==> src/design/cmdproc_defines.svh <==
`ifndef CMDPROC_DEFINES_SVH
`define CMDPROC_DEFINES_SVH

// ====================
// Command FIFO format
// ====================

// One FIFO word, four words per command
`define CMDPROC_WORD_W          32
`define CMDPROC_WORDS_PER_CMD   4

// Header word: opcode in 7:0, ID in 15:8
`define CMDPROC_OP_W            8
`define CMDPROC_ID_W            8

// WAIT_DISP target ID, low bits of payload word 1
`define CMDPROC_WAIT_ID_BIT     0

// ====================
// Engine parameters
// ====================

// FETCH: address is all of word 1, length and target in word 2
`define CMDPROC_LINK_ADDR_W     32
`define CMDPROC_LINK_LEN_W      16
`define CMDPROC_FETCH_LEN_LSB   0
`define CMDPROC_FETCH_TARGET_BIT 16

// DISP: tile address, length and mantissa flag packed in word 1
`define CMDPROC_TILE_ADDR_W     11
`define CMDPROC_DISP_ADDR_LSB   0
`define CMDPROC_DISP_LEN_LSB    11
`define CMDPROC_DISP_MAN_BIT    22

`endif

==> src/design/cmdproc_cmd_pkg.sv <==
`default_nettype none

`include "cmdproc_defines.svh"

package cmdproc_cmd_pkg;

    // Opcodes understood by the sequencer
    // Anything else is dropped
    typedef enum logic [`CMDPROC_OP_W-1:0] {
        CMD_OP_FETCH     = `CMDPROC_OP_W'(1),
        CMD_OP_DISP      = `CMDPROC_OP_W'(2),
        CMD_OP_WAIT_DISP = `CMDPROC_OP_W'(4)
    } cmd_op_e;

    // Command ID carried in the header
    typedef logic [`CMDPROC_ID_W-1:0] cmd_id_t;

    // Header word layout, MSB first
    typedef struct packed {
        logic [`CMDPROC_WORD_W-`CMDPROC_ID_W-`CMDPROC_OP_W-1:0] rsvd;
        cmd_id_t                                              id;
        cmd_op_e                                              op;
    } cmd_hdr_t;

    // Whole command as read from the FIFO
    // Index 0 is the header, 1..3 are payload
    typedef logic [`CMDPROC_WORDS_PER_CMD-1:0][`CMDPROC_WORD_W-1:0] cmd_words_t;

endpackage : cmdproc_cmd_pkg

`default_nettype wire

==> src/design/cmdproc_engine_pkg.sv <==
`default_nettype none

`include "cmdproc_defines.svh"

package cmdproc_engine_pkg;

    // Memory fetch launch, 49 bits
    typedef struct packed {
        logic [`CMDPROC_LINK_ADDR_W-1:0] addr;
        logic [`CMDPROC_LINK_LEN_W-1:0]  len;
        // Set selects the right-hand target
        logic                            target;
    } fetch_params_t;

    // Tile-memory dispatch launch, 23 bits
    typedef struct packed {
        logic [`CMDPROC_TILE_ADDR_W-1:0] addr;
        logic [`CMDPROC_TILE_ADDR_W-1:0] len;
        // 4-bit mantissa when set, 8-bit otherwise
        logic                            man_4b;
    } disp_params_t;

endpackage : cmdproc_engine_pkg

`default_nettype wire

==> src/design/cmd_reader.sv <==
`timescale 1ns/1ps
`default_nettype none

`include "cmdproc_defines.svh"

module cmd_reader
    import cmdproc_cmd_pkg::*;
(
    input  wire logic                       i_clk,
    input  wire logic                       i_reset_n,
    input  wire logic [`CMDPROC_WORD_W-1:0] i_cmd_fifo_rdata,
    input  wire logic                       i_cmd_fifo_empty,
    input  wire logic                       i_result_afull,
    input  wire logic                       i_cmd_done,
    output logic                            o_cmd_fifo_ren,
    output logic                            o_cmd_valid,
    output cmd_words_t                      o_cmd_words
);

    localparam int unsigned CNT_W = $clog2(`CMDPROC_WORDS_PER_CMD);
    localparam logic [CNT_W-1:0] LAST_WORD = CNT_W'(`CMDPROC_WORDS_PER_CMD - 1);

    // Read window open, strobes still owed
    logic             ren_q;
    // Command in flight between start and valid
    logic             active_q;
    // Strobe of last cycle, data is on rdata now
    logic             pend_q;
    logic [CNT_W-1:0] rd_cnt_q;
    logic [CNT_W-1:0] wr_idx_q;
    logic             start;
    logic             strobe;

    // Start only when empty-handed and the result side has room
    assign start  = !active_q && !o_cmd_valid && !i_cmd_fifo_empty && !i_result_afull;

    // Never pop an empty FIFO
    assign strobe = ren_q && !i_cmd_fifo_empty;
    assign o_cmd_fifo_ren = strobe;

    // ====================
    // Read control
    // ====================
    always_ff @(posedge i_clk) begin
        if (!i_reset_n) begin
            ren_q       <= 1'b0;
            active_q    <= 1'b0;
            pend_q      <= 1'b0;
            rd_cnt_q    <= '0;
            wr_idx_q    <= '0;
            o_cmd_valid <= 1'b0;
        end else begin
            // Registered FIFO, so capture one cycle behind the strobe
            pend_q <= strobe;

            if (start) begin
                active_q <= 1'b1;
                ren_q    <= 1'b1;
            end

            // Close the window after the last word's strobe
            if (strobe) begin
                rd_cnt_q <= rd_cnt_q + 1'b1;
                if (rd_cnt_q == LAST_WORD) begin
                    ren_q <= 1'b0;
                end
            end

            if (pend_q) begin
                wr_idx_q <= wr_idx_q + 1'b1;
                // Last word lands, command is complete
                if (wr_idx_q == LAST_WORD) begin
                    active_q    <= 1'b0;
                    o_cmd_valid <= 1'b1;
                end
            end

            // Held until the sequencer is finished with it
            if (i_cmd_done) begin
                o_cmd_valid <= 1'b0;
            end
        end
    end

    // Word storage, header in slot 0
    always_ff @(posedge i_clk) begin
        if (pend_q) begin
            o_cmd_words[wr_idx_q] <= i_cmd_fifo_rdata;
        end
    end

endmodule : cmd_reader

`default_nettype wire

==> src/design/cmd_sequencer.sv <==
`timescale 1ns/1ps
`default_nettype none

`include "cmdproc_defines.svh"

module cmd_sequencer
    import cmdproc_cmd_pkg::*;
    import cmdproc_engine_pkg::*;
(
    input  wire logic       i_clk,
    input  wire logic       i_reset_n,
    input  wire logic       i_cmd_valid,
    input  wire cmd_words_t i_cmd_words,
    input  wire logic       i_dc_busy,
    input  wire logic       i_dc_fetch_done,
    output logic            o_cmd_done,
    output logic            o_fetch_launch,
    output fetch_params_t   o_fetch_params,
    output logic            o_disp_launch,
    output disp_params_t    o_disp_params
);

    typedef enum logic [2:0] {
        ST_IDLE,
        ST_DECODE,
        ST_FETCH_LAUNCH,
        ST_FETCH_WAIT,
        ST_DISP,
        ST_WAIT_DISP,
        ST_COMPLETE
    } state_e;

    state_e                     state_q;
    state_e                     state_d;
    cmd_hdr_t                   hdr;
    logic [`CMDPROC_WORD_W-1:0] word1;
    logic [`CMDPROC_WORD_W-1:0] word2;
    cmd_id_t                    wait_id;
    cmd_id_t                    last_disp_id_q;
    logic                       fetch_go;

    // ====================
    // Field slicing
    // ====================
    assign hdr   = cmd_hdr_t'(i_cmd_words[0]);
    assign word1 = i_cmd_words[1];
    assign word2 = i_cmd_words[2];

    assign wait_id = word1[`CMDPROC_WAIT_ID_BIT +: `CMDPROC_ID_W];

    // Words stay put while valid, so the slices are stable at launch
    assign o_fetch_params = '{
        addr:   word1[`CMDPROC_LINK_ADDR_W-1:0],
        len:    word2[`CMDPROC_FETCH_LEN_LSB +: `CMDPROC_LINK_LEN_W],
        target: word2[`CMDPROC_FETCH_TARGET_BIT]
    };

    assign o_disp_params = '{
        addr:   word1[`CMDPROC_DISP_ADDR_LSB +: `CMDPROC_TILE_ADDR_W],
        len:    word1[`CMDPROC_DISP_LEN_LSB +: `CMDPROC_TILE_ADDR_W],
        man_4b: word1[`CMDPROC_DISP_MAN_BIT]
    };

    // Dispatcher must be idle before a fetch goes out
    assign fetch_go = (state_q == ST_FETCH_LAUNCH) && !i_dc_busy;

    // ====================
    // FSM
    // ====================
    always_comb begin
        state_d = state_q;
        case (state_q)
            ST_IDLE: begin
                if (i_cmd_valid) begin
                    state_d = ST_DECODE;
                end
            end
            ST_DECODE: begin
                case (hdr.op)
                    CMD_OP_FETCH:     state_d = ST_FETCH_LAUNCH;
                    CMD_OP_DISP:      state_d = ST_DISP;
                    CMD_OP_WAIT_DISP: state_d = ST_WAIT_DISP;
                    // Unknown opcode, drop it
                    default:          state_d = ST_COMPLETE;
                endcase
            end
            ST_FETCH_LAUNCH: begin
                if (fetch_go) begin
                    state_d = ST_FETCH_WAIT;
                end
            end
            ST_FETCH_WAIT: begin
                if (i_dc_fetch_done) begin
                    state_d = ST_COMPLETE;
                end
            end
            ST_DISP: begin
                state_d = ST_COMPLETE;
            end
            ST_WAIT_DISP: begin
                // No timeout, blocks until a later DISP catches up
                if (last_disp_id_q >= wait_id) begin
                    state_d = ST_COMPLETE;
                end
            end
            ST_COMPLETE: begin
                state_d = ST_IDLE;
            end
            default: begin
                state_d = ST_IDLE;
            end
        endcase
    end

    always_ff @(posedge i_clk) begin
        if (!i_reset_n) begin
            state_q        <= ST_IDLE;
            o_fetch_launch <= 1'b0;
            o_disp_launch  <= 1'b0;
            last_disp_id_q <= '0;
        end else begin
            state_q        <= state_d;
            // One-cycle launch pulses
            o_fetch_launch <= fetch_go;
            o_disp_launch  <= (state_q == ST_DECODE) && (hdr.op == CMD_OP_DISP);
            // ID counts as issued once the launch is out
            if (state_q == ST_DISP) begin
                last_disp_id_q <= hdr.id;
            end
        end
    end

    // Releases the reader for the next command
    assign o_cmd_done = (state_q == ST_COMPLETE);

endmodule : cmd_sequencer

`default_nettype wire

==> src/design/engine_launch.sv <==
`timescale 1ns/1ps
`default_nettype none

module engine_launch #(
    parameter type payload_t = logic
) (
    input  wire logic     i_clk,
    input  wire logic     i_reset_n,
    input  wire logic     i_launch,
    input  wire payload_t i_params,
    output logic          o_en,
    output payload_t      o_params
);

    // ====================
    // Launch register
    // ====================

    // Enable and parameters move on the same edge
    always_ff @(posedge i_clk) begin
        if (!i_reset_n) begin
            o_en <= 1'b0;
        end else begin
            // One cycle high per launch
            o_en <= i_launch;
        end
    end

    // Parameters hold until the next launch
    always_ff @(posedge i_clk) begin
        if (!i_reset_n) begin
            o_params <= '0;
        end else if (i_launch) begin
            o_params <= i_params;
        end
    end

endmodule : engine_launch

`default_nettype wire

==> src/design/command_processor.sv <==
`timescale 1ns/1ps
`default_nettype none

`include "cmdproc_defines.svh"

module command_processor
    import cmdproc_cmd_pkg::*;
    import cmdproc_engine_pkg::*;
(
    input  wire logic                            i_clk,
    input  wire logic                            i_reset_n,
    // Command FIFO
    input  wire logic [`CMDPROC_WORD_W-1:0]      i_cmd_fifo_rdata,
    input  wire logic                            i_cmd_fifo_empty,
    output logic                                 o_cmd_fifo_ren,
    // Result side back-pressure
    input  wire logic                            i_result_afull,
    // Dispatcher
    input  wire logic                            i_dc_busy,
    input  wire logic                            i_dc_fetch_done,
    output logic                                 o_dc_fetch_en,
    output logic [`CMDPROC_LINK_ADDR_W-1:0]      o_dc_fetch_addr,
    output logic [`CMDPROC_LINK_LEN_W-1:0]       o_dc_fetch_len,
    output logic                                 o_dc_fetch_target,
    output logic                                 o_dc_disp_en,
    output logic [`CMDPROC_TILE_ADDR_W-1:0]      o_dc_disp_addr,
    output logic [`CMDPROC_TILE_ADDR_W-1:0]      o_dc_disp_len,
    output logic                                 o_dc_man_4b
);

    logic          cmd_valid;
    logic          cmd_done;
    cmd_words_t    cmd_words;
    logic          fetch_launch;
    logic          disp_launch;
    fetch_params_t fetch_params;
    disp_params_t  disp_params;
    fetch_params_t fetch_out;
    disp_params_t  disp_out;

    // ====================
    // Command path
    // ====================
    cmd_reader cmd_reader_inst (
        .i_clk            (i_clk),
        .i_reset_n        (i_reset_n),
        .i_cmd_fifo_rdata (i_cmd_fifo_rdata),
        .i_cmd_fifo_empty (i_cmd_fifo_empty),
        .i_result_afull   (i_result_afull),
        .i_cmd_done       (cmd_done),
        .o_cmd_fifo_ren   (o_cmd_fifo_ren),
        .o_cmd_valid      (cmd_valid),
        .o_cmd_words      (cmd_words)
    );

    cmd_sequencer cmd_sequencer_inst (
        .i_clk           (i_clk),
        .i_reset_n       (i_reset_n),
        .i_cmd_valid     (cmd_valid),
        .i_cmd_words     (cmd_words),
        .i_dc_busy       (i_dc_busy),
        .i_dc_fetch_done (i_dc_fetch_done),
        .o_cmd_done      (cmd_done),
        .o_fetch_launch  (fetch_launch),
        .o_fetch_params  (fetch_params),
        .o_disp_launch   (disp_launch),
        .o_disp_params   (disp_params)
    );

    // ====================
    // Launch ports
    // ====================
    engine_launch #(.payload_t(fetch_params_t)) fetch_launch_inst (
        .i_clk     (i_clk),
        .i_reset_n (i_reset_n),
        .i_launch  (fetch_launch),
        .i_params  (fetch_params),
        .o_en      (o_dc_fetch_en),
        .o_params  (fetch_out)
    );

    engine_launch #(.payload_t(disp_params_t)) disp_launch_inst (
        .i_clk     (i_clk),
        .i_reset_n (i_reset_n),
        .i_launch  (disp_launch),
        .i_params  (disp_params),
        .o_en      (o_dc_disp_en),
        .o_params  (disp_out)
    );

    // Struct fields out to the dispatcher pins
    assign o_dc_fetch_addr   = fetch_out.addr;
    assign o_dc_fetch_len    = fetch_out.len;
    assign o_dc_fetch_target = fetch_out.target;
    assign o_dc_disp_addr    = disp_out.addr;
    assign o_dc_disp_len     = disp_out.len;
    assign o_dc_man_4b       = disp_out.man_4b;

endmodule : command_processor

`default_nettype wire

==> config.mk <==
export PLATFORM = sky130hd
export DESIGN_NAME = command_processor
export DESIGN_NICKNAME = d
export VERILOG_FILES = /design/src/design/cmdproc_cmd_pkg.sv /design/src/design/cmdproc_engine_pkg.sv /design/src/design/cmd_reader.sv /design/src/design/cmd_sequencer.sv /design/src/design/engine_launch.sv /design/src/design/command_processor.sv
export VERILOG_INCLUDE_DIRS = /design/src /design/src/design
export SDC_FILE = /design/constraint.sdc
export NUM_CORES = 1
export LEC_CHECK = 0
export BUFFER_PORTS_ARGS = -buffer_cell sky130_fd_sc_hd__buf_2
export CAP_MARGIN = 20
export CORE_ASPECT_RATIO = 0.5
export CORE_MARGIN = 1
export CORE_UTILIZATION = 46
export CTS_BUF_LIST = sky130_fd_sc_hd__clkbuf_4
export DETAILED_ROUTE_END_ITERATION = 8
export PLACE_DENSITY = 0.71
export SKIP_LAST_GASP = 1
export SYNTH_ARGS = -nofsm -noshare
export SYNTH_HDL_FRONTEND = slang
export SYNTH_SLANG_ARGS = --single-unit
==> constraint.sdc <==
create_clock -name i_clk -period 1.6 [get_ports i_clk]
set_input_delay 0 -clock i_clk [delete_from_list [all_inputs] [get_ports i_clk]]
set_output_delay 0 -clock i_clk [all_outputs]
set_load 0.02 [all_outputs]
**Word level (Yosys, flattened, before mapping)**

Index checks and enable logic that the tools add are counted.

- Add/sub/neg operators: 2
- Multipliers: 0
- Divide/modulo/power cells: 0
- $lt $le $gt $ge: 3
- Eq/ne operators: 15
- Shifts and indexed selects: 0
- Muxes and demuxes: 15
- Bitwise logic cells: 1
- Reduce and logical (&&, ||, !) cells: 16

Operators with widths:

| operator | number |
|---|---|
| 128-bit bitwise mux | 1 |
| 32-bit demux with 2-bit select | 1 |
| 32-bit two-way mux | 1 |
| 3-bit one-hot mux with 6 select lines | 1 |
| 3-bit two-way mux | 4 |
| 3-bit == test (second input constant) | 3 |
| 3-bit one-hot mux with 3 select lines | 1 |
| 8-bit by 1-bit == test with 1-bit output (second input constant) | 1 |
| 8-bit by 2-bit == test with 1-bit output (second input constant) | 1 |
| 8-bit by 3-bit == test with 1-bit output (second input constant) | 1 |
| 8-bit >= comparator | 1 |
| 1-bit logical AND | 7 |
| 3-bit by 2-bit == test with 1-bit output (second input constant) | 2 |
| 1-bit two-way mux | 6 |
| 1-bit zero test | 5 |
| 2-bit by 1-bit adder with 2-bit output (second input constant) | 2 |
| 2-bit == test (second input constant) | 2 |
| 2-bit by 1-bit != test with 1-bit output (second input constant) | 2 |
| 2-bit != test (second input constant) | 2 |
| 4-bit AND reduction | 1 |
| 3-bit by 1-bit == test with 1-bit output (second input constant) | 1 |
| 3-bit zero test | 1 |
| 2-bit by 3-bit less-than comparator with 1-bit output (second input constant) | 1 |
| 2-bit by 1-bit >= comparator with 1-bit output (second input constant) | 1 |
| other kinds (3) | 3 |

- Flip-flop bits (word level): 223
- Latch bits: 0
- Memory bits (writable): 0
- Memory bits (read-only): 0
- Bits of input ports: 38
- Output and inout bits: 75
- Word-level logic and storage cells: 74
- Memories kept: 0

**Longest topological paths before layout**

- Depth after elaboration: 7
- Mapped depth: 6
- Mapped depth without buffers: 6

**By module**

A second synthesis with hierarchy kept.

- Cells, all modules: 572
- Area, all modules: 8,440.6 µm²

Modules (own cells, without submodules):

| module | instances | cells an instance | area each (µm²) | sequential area each (µm²) |
|---|---|---|---|---|
| cmd_reader | 1 | 167 | 4,249.1 | 4,003.8 |
| engine_launch (fetch_launch_inst) | 1 | 160 | 1,909.3 | 1,001.0 |
| cmd_sequencer | 1 | 169 | 1,362.6 | 260.2 |
| engine_launch (disp_launch_inst) | 1 | 76 | 919.6 | 480.5 |

**Worst setup path after synthesis**

Ideal clock, no wire load.

- Path kind: register to register
- From: register cmd_reader_inst.pend_q
- To: register cmd_reader_inst.o_cmd_words[32] in the netlist's numbering, enable pin
- Arrival: 1,346 ps
- Data required time: 1,208 ps
- Setup slack: -138 ps
- Stages on the path, launching flop included: 3
- Period minus slack after synthesis: 1,738 ps
- Cells stage by stage: dfxtp_1 > clkbuf_1 > and2_1

RTL lines:

| element | RTL line | RTL |
|---|---|---|
| from (decl) | cmd_reader.sv:28 | `logic pend_q;` |
| from (signal assigned) | cmd_reader.sv:54 | `pend_q <= strobe;` |
| to (signal, indexed assignment) | cmd_reader.sv:88 | `o_cmd_words[wr_idx_q] <= i_cmd_fifo_rdata;` |
| to (decl) | cmd_reader.sv:17 | `output cmd_words_t o_cmd_words` |

No word-level cell between the ends.

**Worst setup path after layout**

- From: register cmd_reader_inst.o_cmd_words[32] in the netlist's numbering
- To: register cmd_sequencer_inst.state_q[1]

- Word-level cells in the longest chain between the ends: 3

RTL lines:

| element | RTL line | RTL |
|---|---|---|
| 8-bit >= comparator | cmd_sequencer.sv:102 | `if (last_disp_id_q >= wait_id) begin` |
| 2-bit by 1-bit != test with 1-bit output (no source line) | n/a |  |
| 4-bit AND reduction (no source line) | n/a |  |
| to (signal assigned) | cmd_sequencer.sv:122 | `state_q <= state_d;` |
| to (decl) | cmd_sequencer.sv:33 | `state_e state_q;` |

No other way between the ends.
A chain may end at the register's enable or synchronous reset.

==> results_dict.tcl <==
set metrics [dict create \
    outcome "complete, no violations" \
    finalCriticalPeriod_ns 1.59 \
    num_vias 3773 \
    cts-root-buf "clkbuf_4" \
    swShare 0.271 \
    worstSetupPathType "flip-flop to flip-flop" \
    power_frac_comb 0.136 \
    worstReg2RegEnd "cmd_sequencer_inst.state_q[1]" \
    p_seq_frac 0.561 \
    cts.sinks 160 \
    htreeDepth 4 \
    worstHoldPathCells 2 \
    grt_pass1_wl_um 18900 \
    ys_seq_area_frac 0.669 \
    syn_inst 441 \
    power.net_switching_mw 2.17 \
    layout-drive-gt1-share 0.290 \
    hp-class "primary input to flip-flop" \
    yosys-top-cells-area "edfxtp_1, dfxtp_1, mux2i_1, nor2_1, ha_1" \
    reg2reg_setup_slack_ns 0.008 \
    drc 0 \
    setup_violations 0 \
    synth_edf_count 65 \
    cts_buffers 17 \
    yosysWarnings 0 \
    finalSetupTns_ns 0 \
    final.period_utilization 0.995 \
    r2r_cells 5 \
    fin_area_mm2 0.00730 \
    dp_slack_ns -0.0670 \
    holdPathEnd "cmd_reader_inst.o_cmd_words[60]" \
    maxSlewHeadroom 0.539 \
    cts_tree "built" \
    syn_area_mm2 0.00576 \
    p_leak_nw 2.87 \
    rsz0062_at_grt "yes" \
    grt_pass1_vias 3628 \
    final_util 0.608 \
    clk_pin_slew_ns 0.14 \
    hold_start "i_cmd_fifo_rdata[28]" \
    clk_latency_ns 0.54 \
    peakVddDrop_mv 0.441 \
    ys_ff_latch 160 \
    drt_iter0_drc 192 \
    dr.pass1.iters 5 \
    p_per_area_mw_per_mm2 1090 \
    synth_nets 492 \
    setup_ws_ns 0.00839 \
    cts_buffer_depth 2 \
    start_util 0.479 \
    grt_max_degree 45 \
    wl_um 11900 \
    slew_violations 0 \
    antenna_found_initial 1 \
    dp_hpwl_um 7660 \
    worst_setup_path_start_kind "flip-flop" \
    worstPathArrival_ns 2.02 \
    internal_power_mw 5.82 \
    grt_usage 0.194 \
    io-pin-count 113 \
    tightest_slew_ns 0.692 \
    core_mm2 0.0120 \
    cap_violations 0 \
    overflow 0 \
    placed_cell_area_mm2 0.00659 \
    rows 28 \
    hold_violations 0 \
    viasPerCell 4.81 \
    nets 656 \
    r2r-start "cmd_reader_inst.o_cmd_words[32]" \
    dieWidth_um 160 \
    crit_required_ns 2.03 \
    skew_ns 0.0224 \
    area_growth_pct 26.8 \
    yosys.area.top_type_share 0.339 \
    dieArea_mm2 0.0130 \
    critPathCaptureType "flip-flop" \
    cp_max_fo 2 \
    die_h_um 81.1 \
    power_frac_clock 0.303 \
    io_buffers 112 \
    synthArstFlopShare 0 \
    gp_congestion 0.797 \
    syn_area_per_cell_um2 13.1 \
    timing.fmax_mhz 628 \
    yosys.cell_types.count 42 \
    synth_top_area_cell "edfxtp_1" \
    ant_nets 0 \
    drt-wirelength-per-cell_um 15.2 \
    ys.flop_type "dfxtp_1" \
]
## stage by stage
| step | hold WS [ns] | total power, mW | std cells |
|---|---|---|---|
| 3_3_place_gp | 0.176 | 5.53 | 712 |
| 2_1_floorplan | 0.0762 | 5.28 | 441 |
| 5_1_grt | 0.102 | 8.35 | 784 |
| 4_1_cts | 0.104 | 8.04 | 782 |
| 6_report | 0.154 | 7.98 | 784 |
| 3_5_place_dp | 0.178 | 5.55 | 712 |
## registers in the layout (all words and copies together) (netlist names), 2 cells and up
| signal | flops |
|---|---|
| cmd_sequencer_inst.state_q | 3 |
| cmd_sequencer_inst.last_disp_id_q | 8 |
| cmd_reader_inst.wr_idx_q | 2 |
| cmd_reader_inst.o_cmd_words | 65 |
| fetch_launch_inst.o_params | 49 |
| disp_launch_inst.o_params | 23 |
| cmd_reader_inst.rd_cnt_q | 2 |
## placed cells by master, fill, tap and decap left out, drive strengths merged, types with 3 or more instances in the layout
| master | netlist | layout |
|---|---|---|
| buf | 13 | 131 |
| dfxtp | 95 | 95 |
| nor2 | 83 | 83 |
| mux2i | 74 | 74 |
| edfxtp | 65 | 65 |
| dlygate4sd3 | 0 | 38 |
| nand2 | 20 | 20 |
| clkbuf | 11 | 17 |
| inv | 13 | 17 |
| ha | 13 | 13 |
| a21oi | 12 | 12 |
| and2 | 7 | 7 |
| clkinv | 0 | 7 |
| nor4 | 4 | 4 |
| a211oi | 4 | 4 |
| a2111oi | 3 | 3 |
| nand2b | 3 | 3 |
## area by class of cell
| class | count | area [um2] |
|---|---|---|
| Antenna cell | 1 | 2.50 |
| Sequential cell | 160 | 3860 |
| Clock buffer | 17 | 128 |
| Fill cell | 984 | 4710 |
| Inverter | 13 | 51.3 |
| Timing Repair Buffer | 169 | 1130 |
| Tap cell | 165 | 206 |
| Clock inverter | 15 | 158 |
| Multi-Input combinational cell | 244 | 1760 |
## critical path, stage by stage (launching register included)
cell and delay [ns]:
edfxtp_1 0.41, ha_1 0.28, nand2b_4 0.15, a2111oi_4 0.31, o211ai_1 0.18, nor4b_4 0.17
## power groups by stage
stage	registers, mW	logic (mW)	clock network [mW]
after floorplan	4.63	0.651	0
after global placement	4.56	0.977	0
after detailed placement	4.56	0.989	0
after CTS	4.47	1.09	2.48
after global routing	4.49	1.19	2.67
final	4.47	1.09	2.42
## cells by family after synthesis
group,after synthesis,share of synthesized area
adder cells (fa/ha/maj),13,0.0282
flip-flops,160,0.669
buffers and inverters,37,0.0321
AO/OA/AOI/OAI,28,0.0391
multiplexers,74,0.129
AND/OR/NAND/NOR,126,0.0984
XOR/XNOR,3,0.00456
## Yosys cell counts (all sizes together) (2+ instances only)
library cell	n
a2111oi	3
a211oi	4
a21oi	12
a311oi	2
and2	7
buf	13
clkbuf	11
dfxtp	95
edfxtp	65
ha	13
inv	13
mux2i	74
nand2	20
nand2b	3
nand4b	2
nor2	83
nor3	2
nor4	4
xnor2	2
## worst max-delay path by stage
stage	startpoint	end	slack (ns)	depth (start not counted)
global route	cmd_reader_inst.o_cmd_words[38]	cmd_sequencer_inst.state_q[1]	-0.08	6
detailed placement	cmd_reader_inst.o_cmd_words[32]	cmd_sequencer_inst.state_q[0]	-0.07	6
CTS	cmd_reader_inst.o_cmd_words[32]	cmd_sequencer_inst.state_q[1]	0.007	5
floorplan	cmd_reader_inst.o_cmd_words[32]	cmd_sequencer_inst.state_q[1]	0.02	5
finish	cmd_reader_inst.o_cmd_words[32]	cmd_sequencer_inst.state_q[1]	0.008	5
global placement	cmd_reader_inst.o_cmd_words[32]	cmd_sequencer_inst.state_q[0]	-0.01	6
## timing repair
action,CTS,global route
gates resized for setup,3,3
setup buffers,1,1
hold buffers,38,0
setup endpoints to repair,2,4
pin swaps,3,1
endpoints found under the hold margin,76,0
## routing by layer
metal  part of all wire  wire [um]  track usage  vias up
met5                  0          0            0        -
met4              0.013        159       0.0733        0
met3              0.054        648       0.0567       17
met2               0.45       5330        0.307       96
met1               0.49       5790        0.255     1787
li1                   -          -            -     1873
(Power assumes the default switching activity.)
